### src/fma_pkg.sv
// ----------------------------------------
// FMA package
// Binary16 format constants, operation and rounding enums, status bits
// ----------------------------------------
package fma_pkg;

  // Binary16 encoding
  localparam int EXP_BITS  = 5;
  localparam int MAN_BITS  = 10;
  localparam int FP_WIDTH  = 16;
  localparam int BIAS      = 15;
  // Precision p including the implicit bit
  localparam int PREC_BITS = MAN_BITS + 1;

  // Internal datapath widths
  // Adder holds product, addend and round/sticky bits, 3p+4
  localparam int SUM_WIDTH       = 3 * PREC_BITS + 4;
  // Lower 2p+3 bits searched for cancellation
  localparam int LOWER_SUM_WIDTH = 2 * PREC_BITS + 3;
  localparam int LZC_WIDTH       = 5;
  // Signed exponent with headroom for product and LZC
  localparam int EXP_WIDTH       = EXP_BITS + 2;
  localparam int SHAMT_WIDTH     = 6;

  // Canonical quiet NaN
  localparam logic [FP_WIDTH-1:0] QNAN = 16'h7E00;

  // Operation groups, op_mod flips the addend sign on top
  typedef enum logic [1:0] {
    FMADD,
    FNMSUB,
    ADD,
    MUL
  } fma_op_e;

  typedef enum logic [1:0] {
    RNE,
    RTZ,
    RDN,
    RUP
  } round_mode_e;

  // Status vector, NV at the top down to NX
  localparam int STATUS_W  = 5;
  localparam int STATUS_NV = 4;
  localparam int STATUS_DZ = 3;
  localparam int STATUS_OF = 2;
  localparam int STATUS_UF = 1;
  localparam int STATUS_NX = 0;

endpackage

### src/fma_pipe_ctrl.sv
// ----------------------------------------
// FMA pipeline control
// Valid flags and load enables for stage 1 and the output register
// ----------------------------------------
`timescale 1ns/1ps

module fma_pipe_ctrl (
  input  logic clk_i,
  input  logic rst_n_i,
  input  logic in_valid_i,
  output logic in_ready_o,
  output logic out_valid_o,
  input  logic out_ready_i,
  output logic s1_en_o,
  output logic out_en_o
);

  logic s1_valid_q;
  logic out_valid_q;
  logic out_free;
  logic s1_ready;

  // Output register empty or being read this cycle
  assign out_free = ~out_valid_q | out_ready_i;

  // Stage 1 moves forward when it holds an item and the output can take it
  assign out_en_o = s1_valid_q & out_free;

  // Ready chain runs backward from out_ready_i
  assign s1_ready   = ~s1_valid_q | out_en_o;
  assign in_ready_o = s1_ready;
  assign s1_en_o    = in_valid_i & s1_ready;

  // ----------------------------------------
  // Valid flags
  // ----------------------------------------
  always_ff @(posedge clk_i) begin
    if (!rst_n_i) begin
      s1_valid_q  <= 1'b0;
      out_valid_q <= 1'b0;
    end else begin
      // Bubble or new item enters stage 1
      if (s1_ready) begin
        s1_valid_q <= in_valid_i;
      end
      if (out_free) begin
        out_valid_q <= s1_valid_q;
      end
    end
  end

  assign out_valid_o = out_valid_q;

endmodule

### src/fma_operand_prep.sv
// ----------------------------------------
// FMA operand preparation
// Operation table, classification and special-case bypass into stage 1
// ----------------------------------------
`timescale 1ns/1ps

module fma_operand_prep import fma_pkg::*; (
  input  logic                      clk_i,
  input  logic                      rst_n_i,
  input  logic                      s1_en_i,
  input  logic [2:0][FP_WIDTH-1:0]  operands_i,
  input  fma_op_e                   op_i,
  input  logic                      op_mod_i,
  input  round_mode_e               rnd_mode_i,
  output logic [FP_WIDTH-1:0]       op_a_o,
  output logic [FP_WIDTH-1:0]       op_b_o,
  output logic [FP_WIDTH-1:0]       op_c_o,
  output logic [2:0]                is_normal_o,
  output logic [2:0]                is_subnormal_o,
  output logic [2:0]                is_zero_o,
  output logic                      special_q_o,
  output logic [FP_WIDTH-1:0]       special_result_q_o,
  output logic [STATUS_W-1:0]       special_status_q_o,
  output round_mode_e               rnd_mode_q_o
);

  logic [2:0] exp_ones, exp_zero, man_zero, quiet_bit;
  logic [2:0] is_inf, is_nan, is_snan;
  logic       eff_sub;
  logic       special_d;
  logic [FP_WIDTH-1:0] special_result_d;
  logic [STATUS_W-1:0] special_status_d;

  // Field checks per operand
  always_comb begin
    for (int i = 0; i < 3; i++) begin
      exp_ones[i]  = &operands_i[i][FP_WIDTH-2:MAN_BITS];
      exp_zero[i]  = ~|operands_i[i][FP_WIDTH-2:MAN_BITS];
      man_zero[i]  = ~|operands_i[i][MAN_BITS-1:0];
      quiet_bit[i] = operands_i[i][MAN_BITS-1];
    end
  end

  // ----------------------------------------
  // Operation table and classification
  // ----------------------------------------
  always_comb begin
    op_a_o         = operands_i[0];
    op_b_o         = operands_i[1];
    op_c_o         = operands_i[2];
    is_normal_o    = ~exp_ones & ~exp_zero;
    is_subnormal_o = exp_zero & ~man_zero;
    is_zero_o      = exp_zero & man_zero;
    is_inf         = exp_ones & man_zero;
    is_nan         = exp_ones & ~man_zero;
    is_snan        = exp_ones & ~man_zero & ~quiet_bit;
    // Modifier negates the addend in every group
    op_c_o[FP_WIDTH-1] = op_c_o[FP_WIDTH-1] ^ op_mod_i;
    unique case (op_i)
      FMADD: ;
      FNMSUB: op_a_o[FP_WIDTH-1] = ~op_a_o[FP_WIDTH-1];
      ADD: begin
        // Multiplicand becomes +1.0
        op_a_o            = {1'b0, EXP_BITS'(BIAS), {MAN_BITS{1'b0}}};
        is_normal_o[0]    = 1'b1;
        is_subnormal_o[0] = 1'b0;
        is_zero_o[0]      = 1'b0;
        is_inf[0]         = 1'b0;
        is_nan[0]         = 1'b0;
        is_snan[0]        = 1'b0;
      end
      MUL: begin
        // Zero addend, sign picked by rounding mode
        op_c_o            = {rnd_mode_i != RDN, {(FP_WIDTH-1){1'b0}}};
        is_normal_o[2]    = 1'b0;
        is_subnormal_o[2] = 1'b0;
        is_zero_o[2]      = 1'b1;
        is_inf[2]         = 1'b0;
        is_nan[2]         = 1'b0;
        is_snan[2]        = 1'b0;
      end
    endcase
  end

  assign eff_sub = op_a_o[FP_WIDTH-1] ^ op_b_o[FP_WIDTH-1] ^ op_c_o[FP_WIDTH-1];

  // ----------------------------------------
  // Special cases in priority order
  // ----------------------------------------
  always_comb begin
    special_d        = 1'b0;
    special_result_d = QNAN;
    special_status_d = '0;
    // inf * 0 is invalid even with a quiet NaN addend
    if ((is_inf[0] & is_zero_o[1]) | (is_zero_o[0] & is_inf[1])) begin
      special_d                   = 1'b1;
      special_status_d[STATUS_NV] = 1'b1;
    end else if (|is_nan) begin
      special_d                   = 1'b1;
      special_status_d[STATUS_NV] = |is_snan;
    end else if (|is_inf) begin
      special_d = 1'b1;
      if ((is_inf[0] | is_inf[1]) & is_inf[2] & eff_sub) begin
        // Opposite infinities cancel
        special_status_d[STATUS_NV] = 1'b1;
      end else if (is_inf[0] | is_inf[1]) begin
        special_result_d = {op_a_o[FP_WIDTH-1] ^ op_b_o[FP_WIDTH-1],
                            {EXP_BITS{1'b1}}, {MAN_BITS{1'b0}}};
      end else begin
        special_result_d = {op_c_o[FP_WIDTH-1], {EXP_BITS{1'b1}}, {MAN_BITS{1'b0}}};
      end
    end
  end

  // Stage-1 registers
  always_ff @(posedge clk_i) begin
    if (!rst_n_i) begin
      special_q_o <= 1'b0;
    end else if (s1_en_i) begin
      special_q_o <= special_d;
    end
  end

  always_ff @(posedge clk_i) begin
    if (s1_en_i) begin
      special_result_q_o <= special_result_d;
      special_status_q_o <= special_status_d;
      rnd_mode_q_o       <= rnd_mode_i;
    end
  end

endmodule

### src/fma_align_add.sv
// ----------------------------------------
// FMA exponent, product and addend path
// Aligns the addend to the product and adds, registered into stage 1
// ----------------------------------------
`timescale 1ns/1ps

module fma_align_add import fma_pkg::*; (
  input  logic                          clk_i,
  input  logic                          rst_n_i,
  input  logic                          s1_en_i,
  input  logic [FP_WIDTH-1:0]           op_a_i,
  input  logic [FP_WIDTH-1:0]           op_b_i,
  input  logic [FP_WIDTH-1:0]           op_c_i,
  input  logic [2:0]                    is_normal_i,
  input  logic [2:0]                    is_subnormal_i,
  input  logic [2:0]                    is_zero_i,
  output logic                          eff_sub_q_o,
  output logic signed [EXP_WIDTH-1:0]   exp_prod_q_o,
  output logic signed [EXP_WIDTH-1:0]   exp_diff_q_o,
  output logic signed [EXP_WIDTH-1:0]   tent_exp_q_o,
  output logic [SHAMT_WIDTH-1:0]        shamt_q_o,
  output logic                          sticky_q_o,
  output logic [SUM_WIDTH-1:0]          sum_q_o,
  output logic                          sign_q_o
);

  logic signed [EXP_WIDTH-1:0] exp_a, exp_b, exp_c;
  logic signed [EXP_WIDTH-1:0] exp_addend, exp_prod, exp_diff, tent_exp;
  logic [SHAMT_WIDTH-1:0]      shamt;
  logic                        eff_sub, tent_sign, final_sign;
  logic [PREC_BITS-1:0]        man_a, man_b, man_c;
  logic [2*PREC_BITS-1:0]      product;
  logic [SUM_WIDTH-1:0]        product_shifted;
  logic [SUM_WIDTH+PREC_BITS-1:0] addend_wide;
  logic [SUM_WIDTH-1:0]        addend_aligned, addend_inv;
  logic                        sticky;
  logic [SUM_WIDTH:0]          sum_raw;
  logic [SUM_WIDTH-1:0]        sum;

  // ----------------------------------------
  // Exponents, kept biased
  // ----------------------------------------
  assign exp_a = {{(EXP_WIDTH-EXP_BITS){1'b0}}, op_a_i[FP_WIDTH-2:MAN_BITS]};
  assign exp_b = {{(EXP_WIDTH-EXP_BITS){1'b0}}, op_b_i[FP_WIDTH-2:MAN_BITS]};
  assign exp_c = {{(EXP_WIDTH-EXP_BITS){1'b0}}, op_c_i[FP_WIDTH-2:MAN_BITS]};

  // Subnormal or zero addend sits at exponent 1
  assign exp_addend = exp_c + EXP_WIDTH'(!is_normal_i[2]);
  // Zero product gets the minimum exponent
  assign exp_prod = (is_zero_i[0] | is_zero_i[1]) ? EXP_WIDTH'(2 - BIAS)
                  : exp_a + exp_b + EXP_WIDTH'(is_subnormal_i[0])
                    + EXP_WIDTH'(is_subnormal_i[1]) - EXP_WIDTH'(BIAS);
  assign exp_diff = exp_addend - exp_prod;
  assign tent_exp = (exp_diff > 0) ? exp_addend : exp_prod;

  // Addend right shift, saturated at both ends
  always_comb begin
    if (exp_diff <= -2 * PREC_BITS - 1) begin
      // Addend lands in the sticky bit only
      shamt = SHAMT_WIDTH'(3 * PREC_BITS + 4);
    end else if (exp_diff <= PREC_BITS + 2) begin
      shamt = SHAMT_WIDTH'(PREC_BITS + 3 - exp_diff);
    end else begin
      shamt = '0;
    end
  end

  // ----------------------------------------
  // Product and addend alignment
  // ----------------------------------------
  assign man_a = {is_normal_i[0], op_a_i[MAN_BITS-1:0]};
  assign man_b = {is_normal_i[1], op_b_i[MAN_BITS-1:0]};
  assign man_c = {is_normal_i[2], op_c_i[MAN_BITS-1:0]};

  assign product = man_a * man_b;
  // Product sits above the round and sticky positions
  assign product_shifted = SUM_WIDTH'(product) << 2;

  // Up to p bits fall off the right end into the sticky bit
  assign addend_wide    = {man_c, {SUM_WIDTH{1'b0}}} >> shamt;
  assign addend_aligned = addend_wide[SUM_WIDTH+PREC_BITS-1:PREC_BITS];
  assign sticky         = |addend_wide[PREC_BITS-1:0];

  assign eff_sub    = op_a_i[FP_WIDTH-1] ^ op_b_i[FP_WIDTH-1] ^ op_c_i[FP_WIDTH-1];
  assign tent_sign  = op_a_i[FP_WIDTH-1] ^ op_b_i[FP_WIDTH-1];
  assign addend_inv = eff_sub ? ~addend_aligned : addend_aligned;

  // Carry-in completes the two's complement unless sticky bits were lost
  assign sum_raw = product_shifted + addend_inv + SUM_WIDTH'(eff_sub & ~sticky);

  // No carry on subtraction means a negative sum
  assign sum = (eff_sub && !sum_raw[SUM_WIDTH]) ? SUM_WIDTH'(-sum_raw) : sum_raw[SUM_WIDTH-1:0];
  assign final_sign = eff_sub ? (sum_raw[SUM_WIDTH] == tent_sign) : tent_sign;

  // Stage-1 registers
  always_ff @(posedge clk_i) begin
    if (!rst_n_i) begin
      eff_sub_q_o <= 1'b0;
    end else if (s1_en_i) begin
      eff_sub_q_o <= eff_sub;
    end
  end

  always_ff @(posedge clk_i) begin
    if (s1_en_i) begin
      exp_prod_q_o <= exp_prod;
      exp_diff_q_o <= exp_diff;
      tent_exp_q_o <= tent_exp;
      shamt_q_o    <= shamt;
      sticky_q_o   <= sticky;
      sum_q_o      <= sum;
      sign_q_o     <= final_sign;
    end
  end

endmodule

### src/fma_normalize.sv
// ----------------------------------------
// FMA normalization
// Leading-zero count and shifts of the stage-1 sum
// ----------------------------------------
`timescale 1ns/1ps

module fma_normalize import fma_pkg::*; (
  input  logic                          eff_sub_i,
  input  logic signed [EXP_WIDTH-1:0]   exp_prod_i,
  input  logic signed [EXP_WIDTH-1:0]   exp_diff_i,
  input  logic signed [EXP_WIDTH-1:0]   tent_exp_i,
  input  logic [SHAMT_WIDTH-1:0]        shamt_i,
  input  logic                          sticky_i,
  input  logic [SUM_WIDTH-1:0]          sum_i,
  output logic signed [EXP_WIDTH-1:0]   final_exp_o,
  output logic [PREC_BITS:0]            final_man_o,
  output logic                          sticky_o
);

  logic [LZC_WIDTH-1:0]          lzc;
  logic                          lzc_empty;
  logic signed [EXP_WIDTH-1:0]   lzc_sgn;
  logic signed [EXP_WIDTH-1:0]   exp_cand, norm_exp;
  logic [SHAMT_WIDTH-1:0]        norm_shamt;
  logic [SUM_WIDTH:0]            sum_shifted;
  logic [LOWER_SUM_WIDTH-1:0]    sum_sticky_bits;

  // Priority search, the highest set bit wins
  always_comb begin
    lzc       = '0;
    lzc_empty = 1'b1;
    for (int i = 0; i < LOWER_SUM_WIDTH; i++) begin
      if (sum_i[i]) begin
        lzc       = LZC_WIDTH'(LOWER_SUM_WIDTH - 1 - i);
        lzc_empty = 1'b0;
      end
    end
  end

  assign lzc_sgn  = signed'(EXP_WIDTH'(lzc));
  assign exp_cand = exp_prod_i - lzc_sgn + 1;

  // ----------------------------------------
  // Large shift selection
  // ----------------------------------------
  always_comb begin
    if ((exp_diff_i <= 0) || (eff_sub_i && (exp_diff_i <= 2))) begin
      if ((exp_cand >= 0) && !lzc_empty) begin
        // Product anchored, drop the counted zeros
        norm_shamt = SHAMT_WIDTH'(PREC_BITS + 2 + lzc);
        norm_exp   = exp_cand;
      end else begin
        // Subnormal, shift capped at the minimum exponent
        norm_shamt = SHAMT_WIDTH'(PREC_BITS + 2 + exp_prod_i);
        norm_exp   = '0;
      end
    end else begin
      // Addend anchored, undo the alignment shift
      norm_shamt = shamt_i;
      norm_exp   = tent_exp_i;
    end
  end

  assign sum_shifted = {1'b0, sum_i} << norm_shamt;

  // One-bit correction, leading one may sit either side of the MSB
  always_comb begin
    {final_man_o, sum_sticky_bits} = sum_shifted[SUM_WIDTH-1:0];
    final_exp_o                    = norm_exp;
    if (sum_shifted[SUM_WIDTH]) begin
      // Carry out, move right
      {final_man_o, sum_sticky_bits} = sum_shifted[SUM_WIDTH:1];
      final_exp_o                    = norm_exp + 1;
    end else if (sum_shifted[SUM_WIDTH-1]) begin
      final_exp_o = norm_exp;
    end else if (norm_exp > 1) begin
      {final_man_o, sum_sticky_bits} = {sum_shifted[SUM_WIDTH-2:0], 1'b0};
      final_exp_o                    = norm_exp - 1;
    end else begin
      final_exp_o = '0;
    end
  end

  assign sticky_o = (|sum_sticky_bits) | sticky_i;

endmodule

### src/fma_round.sv
// ----------------------------------------
// FMA rounding and output register
// Mode rounding, IEEE flags, special-result selection
// ----------------------------------------
`timescale 1ns/1ps

module fma_round import fma_pkg::*; (
  input  logic                          clk_i,
  input  logic                          rst_n_i,
  input  logic                          out_en_i,
  input  logic                          sign_i,
  input  logic                          eff_sub_i,
  input  logic signed [EXP_WIDTH-1:0]   final_exp_i,
  input  logic [PREC_BITS:0]            final_man_i,
  input  logic                          sticky_i,
  input  round_mode_e                   rnd_mode_i,
  input  logic                          special_i,
  input  logic [FP_WIDTH-1:0]           special_result_i,
  input  logic [STATUS_W-1:0]           special_status_i,
  output logic [FP_WIDTH-1:0]           result_o,
  output logic [STATUS_W-1:0]           status_o
);

  logic                         of_before, of_after, uf_after;
  logic [FP_WIDTH-2:0]          pre_abs, rounded_abs;
  logic [1:0]                   rs_bits;
  logic                         round_up, exact_zero, rounded_sign;
  logic [STATUS_W-1:0]          regular_status;

  // Saturate to the largest finite value on overflow
  assign of_before = final_exp_i >= 2**EXP_BITS - 1;
  assign pre_abs   = of_before ? {EXP_BITS'(2**EXP_BITS - 2), {MAN_BITS{1'b1}}}
                               : {final_exp_i[EXP_BITS-1:0], final_man_i[MAN_BITS:1]};
  // Overflow forces round and sticky so the mode decides
  assign rs_bits   = of_before ? 2'b11 : {final_man_i[0], sticky_i};

  // ----------------------------------------
  // Rounding by mode
  // ----------------------------------------
  always_comb begin
    unique case (rnd_mode_i)
      RNE: round_up = rs_bits[1] & (rs_bits[0] | pre_abs[0]);
      RTZ: round_up = 1'b0;
      RDN: round_up = (|rs_bits) & sign_i;
      RUP: round_up = (|rs_bits) & ~sign_i;
    endcase
  end

  assign rounded_abs = pre_abs + (FP_WIDTH-1)'(round_up);

  // Exact zero from cancellation is +0, or -0 when rounding down
  assign exact_zero   = (pre_abs == '0) && (rs_bits == 2'b00);
  assign rounded_sign = (exact_zero && eff_sub_i) ? (rnd_mode_i == RDN) : sign_i;

  assign of_after = &rounded_abs[FP_WIDTH-2:MAN_BITS];
  assign uf_after = ~|rounded_abs[FP_WIDTH-2:MAN_BITS];

  // Flags, tininess checked after rounding
  always_comb begin
    regular_status            = '0;
    regular_status[STATUS_OF] = of_before | of_after;
    regular_status[STATUS_NX] = (|rs_bits) | of_before | of_after;
    regular_status[STATUS_UF] = uf_after & regular_status[STATUS_NX];
  end

  // Output register
  always_ff @(posedge clk_i) begin
    if (out_en_i) begin
      result_o <= special_i ? special_result_i : {rounded_sign, rounded_abs};
    end
  end

  always_ff @(posedge clk_i) begin
    if (!rst_n_i) begin
      status_o <= '0;
    end else if (out_en_i) begin
      status_o <= special_i ? special_status_i : regular_status;
    end
  end

endmodule

### src/fma_top.sv
// ----------------------------------------
// Binary16 fused multiply-add, two stages
// ----------------------------------------
`timescale 1ns/1ps

module fma_top import fma_pkg::*; (
  input  logic                      clk_i,
  input  logic                      rst_n_i,
  input  logic                      in_valid_i,
  output logic                      in_ready_o,
  input  logic [2:0][FP_WIDTH-1:0]  operands_i,
  input  fma_op_e                   op_i,
  input  logic                      op_mod_i,
  input  round_mode_e               rnd_mode_i,
  output logic                      out_valid_o,
  input  logic                      out_ready_i,
  output logic [FP_WIDTH-1:0]       result_o,
  output logic [STATUS_W-1:0]       status_o
);

  logic s1_en, out_en;

  // Operand prep to align/add, unregistered
  logic [FP_WIDTH-1:0] op_a, op_b, op_c;
  logic [2:0]          is_normal, is_subnormal, is_zero;

  // Stage 1
  logic                         special_q;
  logic [FP_WIDTH-1:0]          special_result_q;
  logic [STATUS_W-1:0]          special_status_q;
  round_mode_e                  rnd_mode_q;
  logic                         eff_sub_q, sticky_q, sign_q;
  logic signed [EXP_WIDTH-1:0]  exp_prod_q, exp_diff_q, tent_exp_q;
  logic [SHAMT_WIDTH-1:0]       shamt_q;
  logic [SUM_WIDTH-1:0]         sum_q;

  // Normalized value
  logic signed [EXP_WIDTH-1:0]  final_exp;
  logic [PREC_BITS:0]           final_man;
  logic                         final_sticky;

  fma_pipe_ctrl i_ctrl (
    .clk_i, .rst_n_i, .in_valid_i, .in_ready_o, .out_valid_o, .out_ready_i,
    .s1_en_o  (s1_en),
    .out_en_o (out_en)
  );

  fma_operand_prep i_prep (
    .clk_i, .rst_n_i, .operands_i, .op_i, .op_mod_i, .rnd_mode_i,
    .s1_en_i            (s1_en),
    .op_a_o             (op_a),
    .op_b_o             (op_b),
    .op_c_o             (op_c),
    .is_normal_o        (is_normal),
    .is_subnormal_o     (is_subnormal),
    .is_zero_o          (is_zero),
    .special_q_o        (special_q),
    .special_result_q_o (special_result_q),
    .special_status_q_o (special_status_q),
    .rnd_mode_q_o       (rnd_mode_q)
  );

  fma_align_add i_align (
    .clk_i, .rst_n_i,
    .s1_en_i        (s1_en),
    .op_a_i         (op_a),
    .op_b_i         (op_b),
    .op_c_i         (op_c),
    .is_normal_i    (is_normal),
    .is_subnormal_i (is_subnormal),
    .is_zero_i      (is_zero),
    .eff_sub_q_o    (eff_sub_q),
    .exp_prod_q_o   (exp_prod_q),
    .exp_diff_q_o   (exp_diff_q),
    .tent_exp_q_o   (tent_exp_q),
    .shamt_q_o      (shamt_q),
    .sticky_q_o     (sticky_q),
    .sum_q_o        (sum_q),
    .sign_q_o       (sign_q)
  );

  fma_normalize i_norm (
    .eff_sub_i   (eff_sub_q),
    .exp_prod_i  (exp_prod_q),
    .exp_diff_i  (exp_diff_q),
    .tent_exp_i  (tent_exp_q),
    .shamt_i     (shamt_q),
    .sticky_i    (sticky_q),
    .sum_i       (sum_q),
    .final_exp_o (final_exp),
    .final_man_o (final_man),
    .sticky_o    (final_sticky)
  );

  fma_round i_round (
    .clk_i, .rst_n_i, .result_o, .status_o,
    .out_en_i         (out_en),
    .sign_i           (sign_q),
    .eff_sub_i        (eff_sub_q),
    .final_exp_i      (final_exp),
    .final_man_i      (final_man),
    .sticky_i         (final_sticky),
    .rnd_mode_i       (rnd_mode_q),
    .special_i        (special_q),
    .special_result_i (special_result_q),
    .special_status_i (special_status_q)
  );

endmodule

### config.mk
export PLATFORM = sky130hd
export DESIGN_NAME = fma_top
export DESIGN_NICKNAME = d
export VERILOG_FILES = /design/src/fma_pkg.sv /design/src/fma_pipe_ctrl.sv /design/src/fma_operand_prep.sv /design/src/fma_align_add.sv /design/src/fma_normalize.sv /design/src/fma_round.sv /design/src/fma_top.sv
export SDC_FILE = /design/constraint.sdc
export NUM_CORES = 1
export LEC_CHECK = 0
export BUFFER_PORTS_ARGS = -buffer_cell sky130_fd_sc_hd__buf_2
export CORE_MARGIN = 10
export CORE_UTILIZATION = 30
export CTS_BUF_LIST = sky130_fd_sc_hd__clkbuf_4
export CTS_CLUSTER_DIAMETER = 40
export DETAILED_ROUTE_END_ITERATION = 6
export PLACE_DENSITY_LB_ADDON = 0.12
export SKIP_CTS_REPAIR_TIMING = 1
export SLEW_MARGIN = 20
export SYNTH_ARGS = -nofsm -noshare
export SYNTH_HDL_FRONTEND = slang
export SYNTH_SLANG_ARGS = --single-unit
### constraint.sdc
create_clock -name clk_i -period 22.9 [get_ports clk_i]
set_input_delay 2.29 -clock clk_i [delete_from_list [all_inputs] [get_ports clk_i]]
set_output_delay 2.29 -clock clk_i [all_outputs]
set_load 0.01 [all_outputs]
== Word-level counts from Yosys, hierarchy flattened ==
Index checks and enable logic that the tools add are counted.
Widths: inputs -> output; s select.

* $add $sub $neg: 17
* Equality and inequality tests: 8
* Bitwise gates (word level): 41
* $lt $le $gt $ge: 8
* $mul: 1
* Shifts and indexed selects: 2
* Reduce and logical (&&, ||, !) cells: 37
* Mux-type cells: 96

{| class="wikitable"
|+ Operators with widths
! operator !! number
|-
| $mux 5 || 26
|-
| $mux 25 || 3
|-
| $mux 37 || 2
|-
| $mux 7 || 7
|-
| $mux 16 || 3
|-
| $shr 48x6->48 || 1
|-
| $mux 1 || 43
|-
| $add 24x37->38 || 1
|-
| $add 38x37->38 || 1
|-
| $shl 37x6->38 || 1
|-
| $and 1x37->37 || 1
|-
| $neg 37->37 || 1
|-
| $not 1->37 || 1
|-
| $not 37->37 || 1
|-
| $mux 11 || 3
|-
| $mux 15 || 2
|-
| $reduce_or 10->1 || 3
|-
| $reduce_or 25->1 || 1
|-
| $mux 6 || 4
|-
| $mul 11x11->22 || 1
|-
| $reduce_and 5->1 || 4
|-
| $reduce_or 5->1 || 4
|-
| $add 15x1->15 || 1
|-
| $logic_not 15->1 || 1
|-
| other kinds (41) || 94
|}

* Logic and storage cells: 226
* Register bits after elaboration: 110
* Input bits: 57

== Depth between registers and ports, before layout ==
* Depth after elaboration: 46
* Mapped depth: 57

== Modules after synthesis ==
From an unflattened synthesis, not the netlist that was laid out.

* Cell total of the unflattened synthesis: 2502
* Area, all modules: 19453.7 um^2

{| class="wikitable"
|+ By module, submodules not included
! module !! seq. area each (um^2) !! cells each !! instances !! area each (um^2)
|-
| fma_align_add || 2001.9 || 1352 || 1 || 11503.5
|-
| fma_normalize || 0.0 || 804 || 1 || 5096.1
|-
| fma_round || 580.6 || 183 || 1 || 1611.5
|-
| fma_operand_prep || 170.2 || 154 || 1 || 1138.6
|-
| fma_pipe_ctrl || 40.0 || 9 || 1 || 103.8
|}

== Worst setup path before layout ==
No wires, ideal clock.

* Path kind: input -> register
* Start point: input port op_i[0]
* End point: register i_align.sum_q_o[29], data pin
* Required time: 22.636 ns
* Stages on the path: 53
* Library setup time: 0.264 ns
* Arrival: 11.600 ns
* Setup slack: 11.035 ns
* Cell sequence: inv_1 ha_1 clkbuf_1 or2_2 ha_1 inv_1 ha_1 inv_1 ha_1 inv_1 fa_1 nor2_1 nand2_1 xnor2_1 nand2_1 inv_1 ha_1 nor3b_1 [17 not listed] ha_1 ha_1 a21o_1 a21oi_1 o21ai_0 nand2_1 o211ai_1 nand2_1 o2111ai_1 o211ai_1 nor2_1 a211oi_1 xnor2_1 or3b_1 or3_1 buf_2 o41ai_2 xnor2_1

* Word-level cells in the longest chain between the ends: 19
* Elaborated cells between the ends (all ways): 39
* Classes of those cells: add/sub: 10; mul: 1; order compare: 2; eq/ne: 3; shift: 1; mux: 12; bitwise: 6; reduce/logical: 4

{| class="wikitable"
|+ Ends and longest elaborated chain
! element !! line !! text
|-
| from (decl) || fma_top.sv:12 || <nowiki>input fma_op_e op_i,</nowiki>
|-
| $eq 2x2->1 * || fma_operand_prep.sv:59 || <nowiki>unique case (op_i)</nowiki>
|-
| $mux 15 || fma_operand_prep.sv:59 ||
|-
| $add 5x5->6 || fma_align_add.sv:51 || <nowiki>: exp_a + exp_b + EXP_WIDTH'(is_subnormal_i[0])</nowiki>
|-
| $add 7x1->7 || fma_align_add.sv:51 ||
|-
| $add 7x1->7 || fma_align_add.sv:52 || <nowiki>+ EXP_WIDTH'(is_subnormal_i[1]) - EXP_WIDTH'(BIAS);</nowiki>
|-
| $sub 7x4->7 || fma_align_add.sv:52 ||
|-
| $mux 7 * || fma_align_add.sv:50 || <nowiki>assign exp_prod = (is_zero_i[0] | is_zero_i[1]) ? EXP_WIDTH'(2 - BIAS)</nowiki>
|-
| named net i_align.exp_prod[4] || fma_align_add.sv:28 || <nowiki>logic signed [EXP_WIDTH-1:0] exp_addend, exp_prod, exp_diff, tent_exp;</nowiki>
|-
| [1 not listed] || n/a ||
|-
| named net i_align.exp_diff[5] || fma_align_add.sv:28 ||
|-
| [3 not listed] || n/a ||
|-
| named net i_align.shamt[1] || fma_align_add.sv:29 || <nowiki>logic [SHAMT_WIDTH-1:0] shamt;</nowiki>
|-
| [1 not listed] || n/a ||
|-
| $reduce_or 11->1 * || fma_align_add.sv:82 || <nowiki>assign sticky = |addend_wide[PREC_BITS-1:0];</nowiki>
|-
| named net i_align.sticky || fma_align_add.sv:36 || <nowiki>logic sticky;</nowiki>
|-
| $not 1->37 * || fma_align_add.sv:89 || <nowiki>assign sum_raw = product_shifted + addend_inv + SUM_WIDTH'(eff_sub & ~sticky);</nowiki>
|-
| $and 1x37->37 * || fma_align_add.sv:89 ||
|-
| $add 38x37->38 * || fma_align_add.sv:89 ||
|-
| branches (longest 2 deep; another with $neg 37->37) || n/a ||
|-
| $mux 37 * || fma_align_add.sv:92 || <nowiki>assign sum = (eff_sub && !sum_raw[SUM_WIDTH]) ? SUM_WIDTH'(-sum_raw) : sum_raw[SUM_WIDTH-1:0];</nowiki>
|-
| named net i_align.sum[29] || fma_align_add.sv:38 || <nowiki>logic [SUM_WIDTH-1:0] sum;</nowiki>
|-
| to (signal assigned) || fma_align_add.sv:111 || <nowiki>sum_q_o <= sum;</nowiki>
|-
| to (decl) || fma_align_add.sv:23 || <nowiki>output logic [SUM_WIDTH-1:0] sum_q_o,</nowiki>
|}

Mark *: on every way through the listed nets, which the timed path passes.
A chain may end at the register's enable or synchronous reset.

== Worst setup path in the final report ==
* Start point: input port op_i[0]
* End point: register i_align.sum_q_o[29], data pin

* Word-level cells in the longest chain between the ends: 19
* Elaborated cells between the ends (all ways): 39
* Classes of those cells: add/sub: 10; mul: 1; order compare: 2; eq/ne: 3; shift: 1; mux: 12; bitwise: 6; reduce/logical: 4

{| class="wikitable"
|+ Ends and longest elaborated chain
! element !! line
|-
| $eq 2x2->1 * || fma_operand_prep.sv:59
|-
| $mux 15 || fma_operand_prep.sv:59
|-
| $add 5x5->6 || fma_align_add.sv:51
|-
| $add 7x1->7 || fma_align_add.sv:51
|-
| $add 7x1->7 || fma_align_add.sv:52
|-
| $sub 7x4->7 || fma_align_add.sv:52
|-
| $mux 7 * || fma_align_add.sv:50
|-
| named net i_align.exp_prod[4] || fma_align_add.sv:28
|-
| [5 not listed] || n/a
|-
| $reduce_or 11->1 * || fma_align_add.sv:82
|-
| named net i_align.sticky || fma_align_add.sv:36
|-
| $not 1->37 * || fma_align_add.sv:89
|-
| $and 1x37->37 * || fma_align_add.sv:89
|-
| $add 38x37->38 * || fma_align_add.sv:89
|-
| branches (longest 2 deep; another with $neg 37->37) || n/a
|-
| $mux 37 * || fma_align_add.sv:92
|-
| named net i_align.sum[29] || fma_align_add.sv:38
|}

Marks and branches as above.

==> metrics <==
Die Ht=268 um; Synth Area in XOR/XNOR=0.0721; cell area after layout=19600 um^2; wire length per cell=21.7 um; total gr overflow=0; H-tree levels=3; core area=60600 um^2; worst clock skew=0.0486 ns; final setup vio count=0; maxcap violations=0; std cell rows=90; FMAX=0.0741 GHz; critical path's largest stage delay=0.92 ns; final hold vios=0; Worst Tran Pin Value=1.12 ns; Area Overhead vs Synth=6.59%; Synth cell types=122; vias in the first global route=17469; via count=17773; Area contributors post-synth=edfxtp_1 (14%), fa_1 (9.1%), ha_1 (8.6%); Data arrival, critical path=13.74 ns; Compound-Gate Fraction of Synth Area=0.251; DRC=0; Seq cells post-synth=95; Crit-path slowest cell=xnor2_1; Post-Synth Simple-Gate Area=0.234; RSZ-0062 raised after global routing=false; Longest Clk Path Bufs=2; Starting Density=0.304; number of enable flip-flop cells after synthesis=87; TritonRoute pass-1 iters=5; nets@finish=2586; Syn Nets=2595; Clock transition at path regs=0.16 ns; post-DR vias/cell=5.72; minimum clock period=13.50 ns; post-route ant nets=0; average cell area after synthesis=7.91 um^2; Adder-Cell Fraction of Synth Area=0.178; gpl congestion=0.940; critical path launch point type=input pin; mux contribution to synthesized area=0.0493; share of the synthesized area in the top cell type=0.142; Die W=268 um; Slew headroom=0.248; Seq/Total Area, Yosys=0.151; Cells after Synth=2327; Hold Crit Class=reg2reg; hold depth=2; placed cell area=19400 um^2; max-slew violations=0; dominant synthesized flop cell=edfxtp_1; main combinational cell family by area after synthesis=compound AO/OA/AOI/OAI gates; met2 Use GR=0.313; Netlist Area Pre-Place=18400 um^2; clock root cell=clkbuf_4; grt met3 use=0.0137; worst-skew pair later-pin latency=0.52 ns; grt met1 use=0.241; initial antenna violation count=1; gr usage total=0.185; Total Routed Length=67.4 mm; most frequent CP cell=ha_1; first-pass GRT wire length=105 mm; GR peak layer=met2; HPWL after DPL=55.4 mm; IO Count=80; CP Max Fanout=15; TritonCTS Buffers=9; layout cells sized above 1=0.102; FFs w/ async S/R, synth=0; kind of critical path=in2reg; worst reg-to-reg path cell count=32; die area=71700 um^2; violation count after the first detailed-route iteration=1209; share of the clock period used by the worst path=0.590; area leader, netlist=edfxtp_1; IO Port Bufs=78; Worst EP required=23.14 ns; CTS tree=done; clk sinks=95; Worst Setup End Kind=flip-flop; Synth Warn #=0; largest net degree at the start of global routing=64; status=finished, final reports clean; setup TNS=0 ns
==> synthesized netlist by cell type (14+ instances only) <==
cell type / n
xor2_1: 32
nor4_1: 27
o21bai_1: 16
mux2i_1: 69
a21o_1: 19
nand4_1: 23
o211ai_1: 20
nand2b_1: 19
a21oi_1: 111
fa_1: 84
o21a_1: 19
o21ai_0: 101
xnor2_1: 116
a211oi_1: 34
edfxtp_1: 87
mux2_2: 17
or3_1: 18
and2_1: 65
nor2b_1: 35
and3_1: 18
inv_1: 168
a31oi_1: 37
nor2_1: 151
buf_2: 27
nand2_1: 260
clkbuf_1: 76
nor3_1: 69
or2_2: 14
a22oi_1: 33
o22ai_1: 28
nand3_1: 87
ha_1: 127
==> layer usage <==
metal  part of all wire  vias up  wire length [um]
li1                   -     8511                 -
met1               0.45     8715             30400
met2               0.48      461             32200
met3              0.036       86              2420
met4              0.036        0              2420
met5                  0        -                 0
==> layout make-up <==
type / instances / area, um^2
Antenna cell: 1 / 2.50
Clock buffer: 9 / 67.6
Clock inverter: 7 / 101
Fill cell: 6513 / 41000
Inverter: 172 / 648
Multi-Input combinational cell: 1936 / 14500
Sequential cell: 95 / 2770
Tap cell: 782 / 978
Timing Repair Buffer: 104 / 583
==> placed cells by master, fill, tap and decap left out, types with 25 or more instances in the layout <==
cell type / n
nor2_1: 150
buf_2: 79
buf_4: 25
ha_1: 127
edfxtp_1: 87
xnor2_1: 114
inv_1: 168
nor4_1: 27
and2_1: 64
nor3_1: 69
a22oi_1: 33
nor2b_1: 35
o21ai_0: 101
a211oi_1: 34
nand2_1: 260
o22ai_1: 28
fa_1: 84
xor2_1: 31
nand3_1: 87
a31oi_1: 36
mux2i_1: 69
a21oi_1: 111
==> cells by family (layout without fill, tap and decap cells) <==
group,after synthesis,count (layout)
compound gates,629,629
xor+xnor,150,150
fa+ha+maj,211,211
buf+inv,296,292
flops,95,95
mux,88,88
other cells,1,2
simple gates,857,857
==> worst paths after layout <==
kind,to,slack [ns],from
setup / recovery,i_align.sum_q_o[29],9.40,op_i[0]
hold / removal,i_round.status_o[4],0.47,i_round.status_o[4]
setup reg to reg,i_round.status_o[0],12.64,i_align.sum_q_o[2]
hold reg to reg,i_round.status_o[4],0.47,i_round.status_o[4]
==> critical path, delay by kind of cell <==
kind | cells | cell delay [ns]
adders and majority gates | 8 | 2.43
muxes | 2 | 0.53
AOI/OAI and AO/OA | 13 | 4.04
buffers and inverters | 6 | 0.39
and+or+nand+nor | 13 | 2.68
xor gates and xnor gates | 4 | 1.36
==> stage by stage <==
stage,utilization,setup WS (ns),hold WS (ns),instances
5_1_grt,0.324,8.40,0.525,3106
6_report,0.324,9.40,0.474,3106
3_3_place_gp,0.321,9.13,0.458,3088
4_1_cts,0.324,9.55,0.484,3104
2_1_floorplan,-,11.04,0.482,2327
3_5_place_dp,0.321,9.02,0.464,3088
==> state kept, by name (all words and copies together) (netlist names) <==
register and cells:
i_prep.special_q_o 1, i_align.sticky_q_o 1, i_round.status_o 4, i_ctrl.s1_valid_q 1
i_align.tent_exp_q_o 7, i_ctrl.out_valid_o 1, i_align.sign_q_o 1, i_align.shamt_q_o 6
i_align.eff_sub_q_o 1, i_round.result_o 16, i_prep.special_status_q_o 1, i_prep.rnd_mode_q_o 2
i_align.sum_q_o 37, i_prep.special_result_q_o 2, i_align.exp_prod_q_o 7, i_align.exp_diff_q_o 7
Power is not shown: default switching activity piles up to over one toggle a cycle in this logic, so the estimate is an artifact.
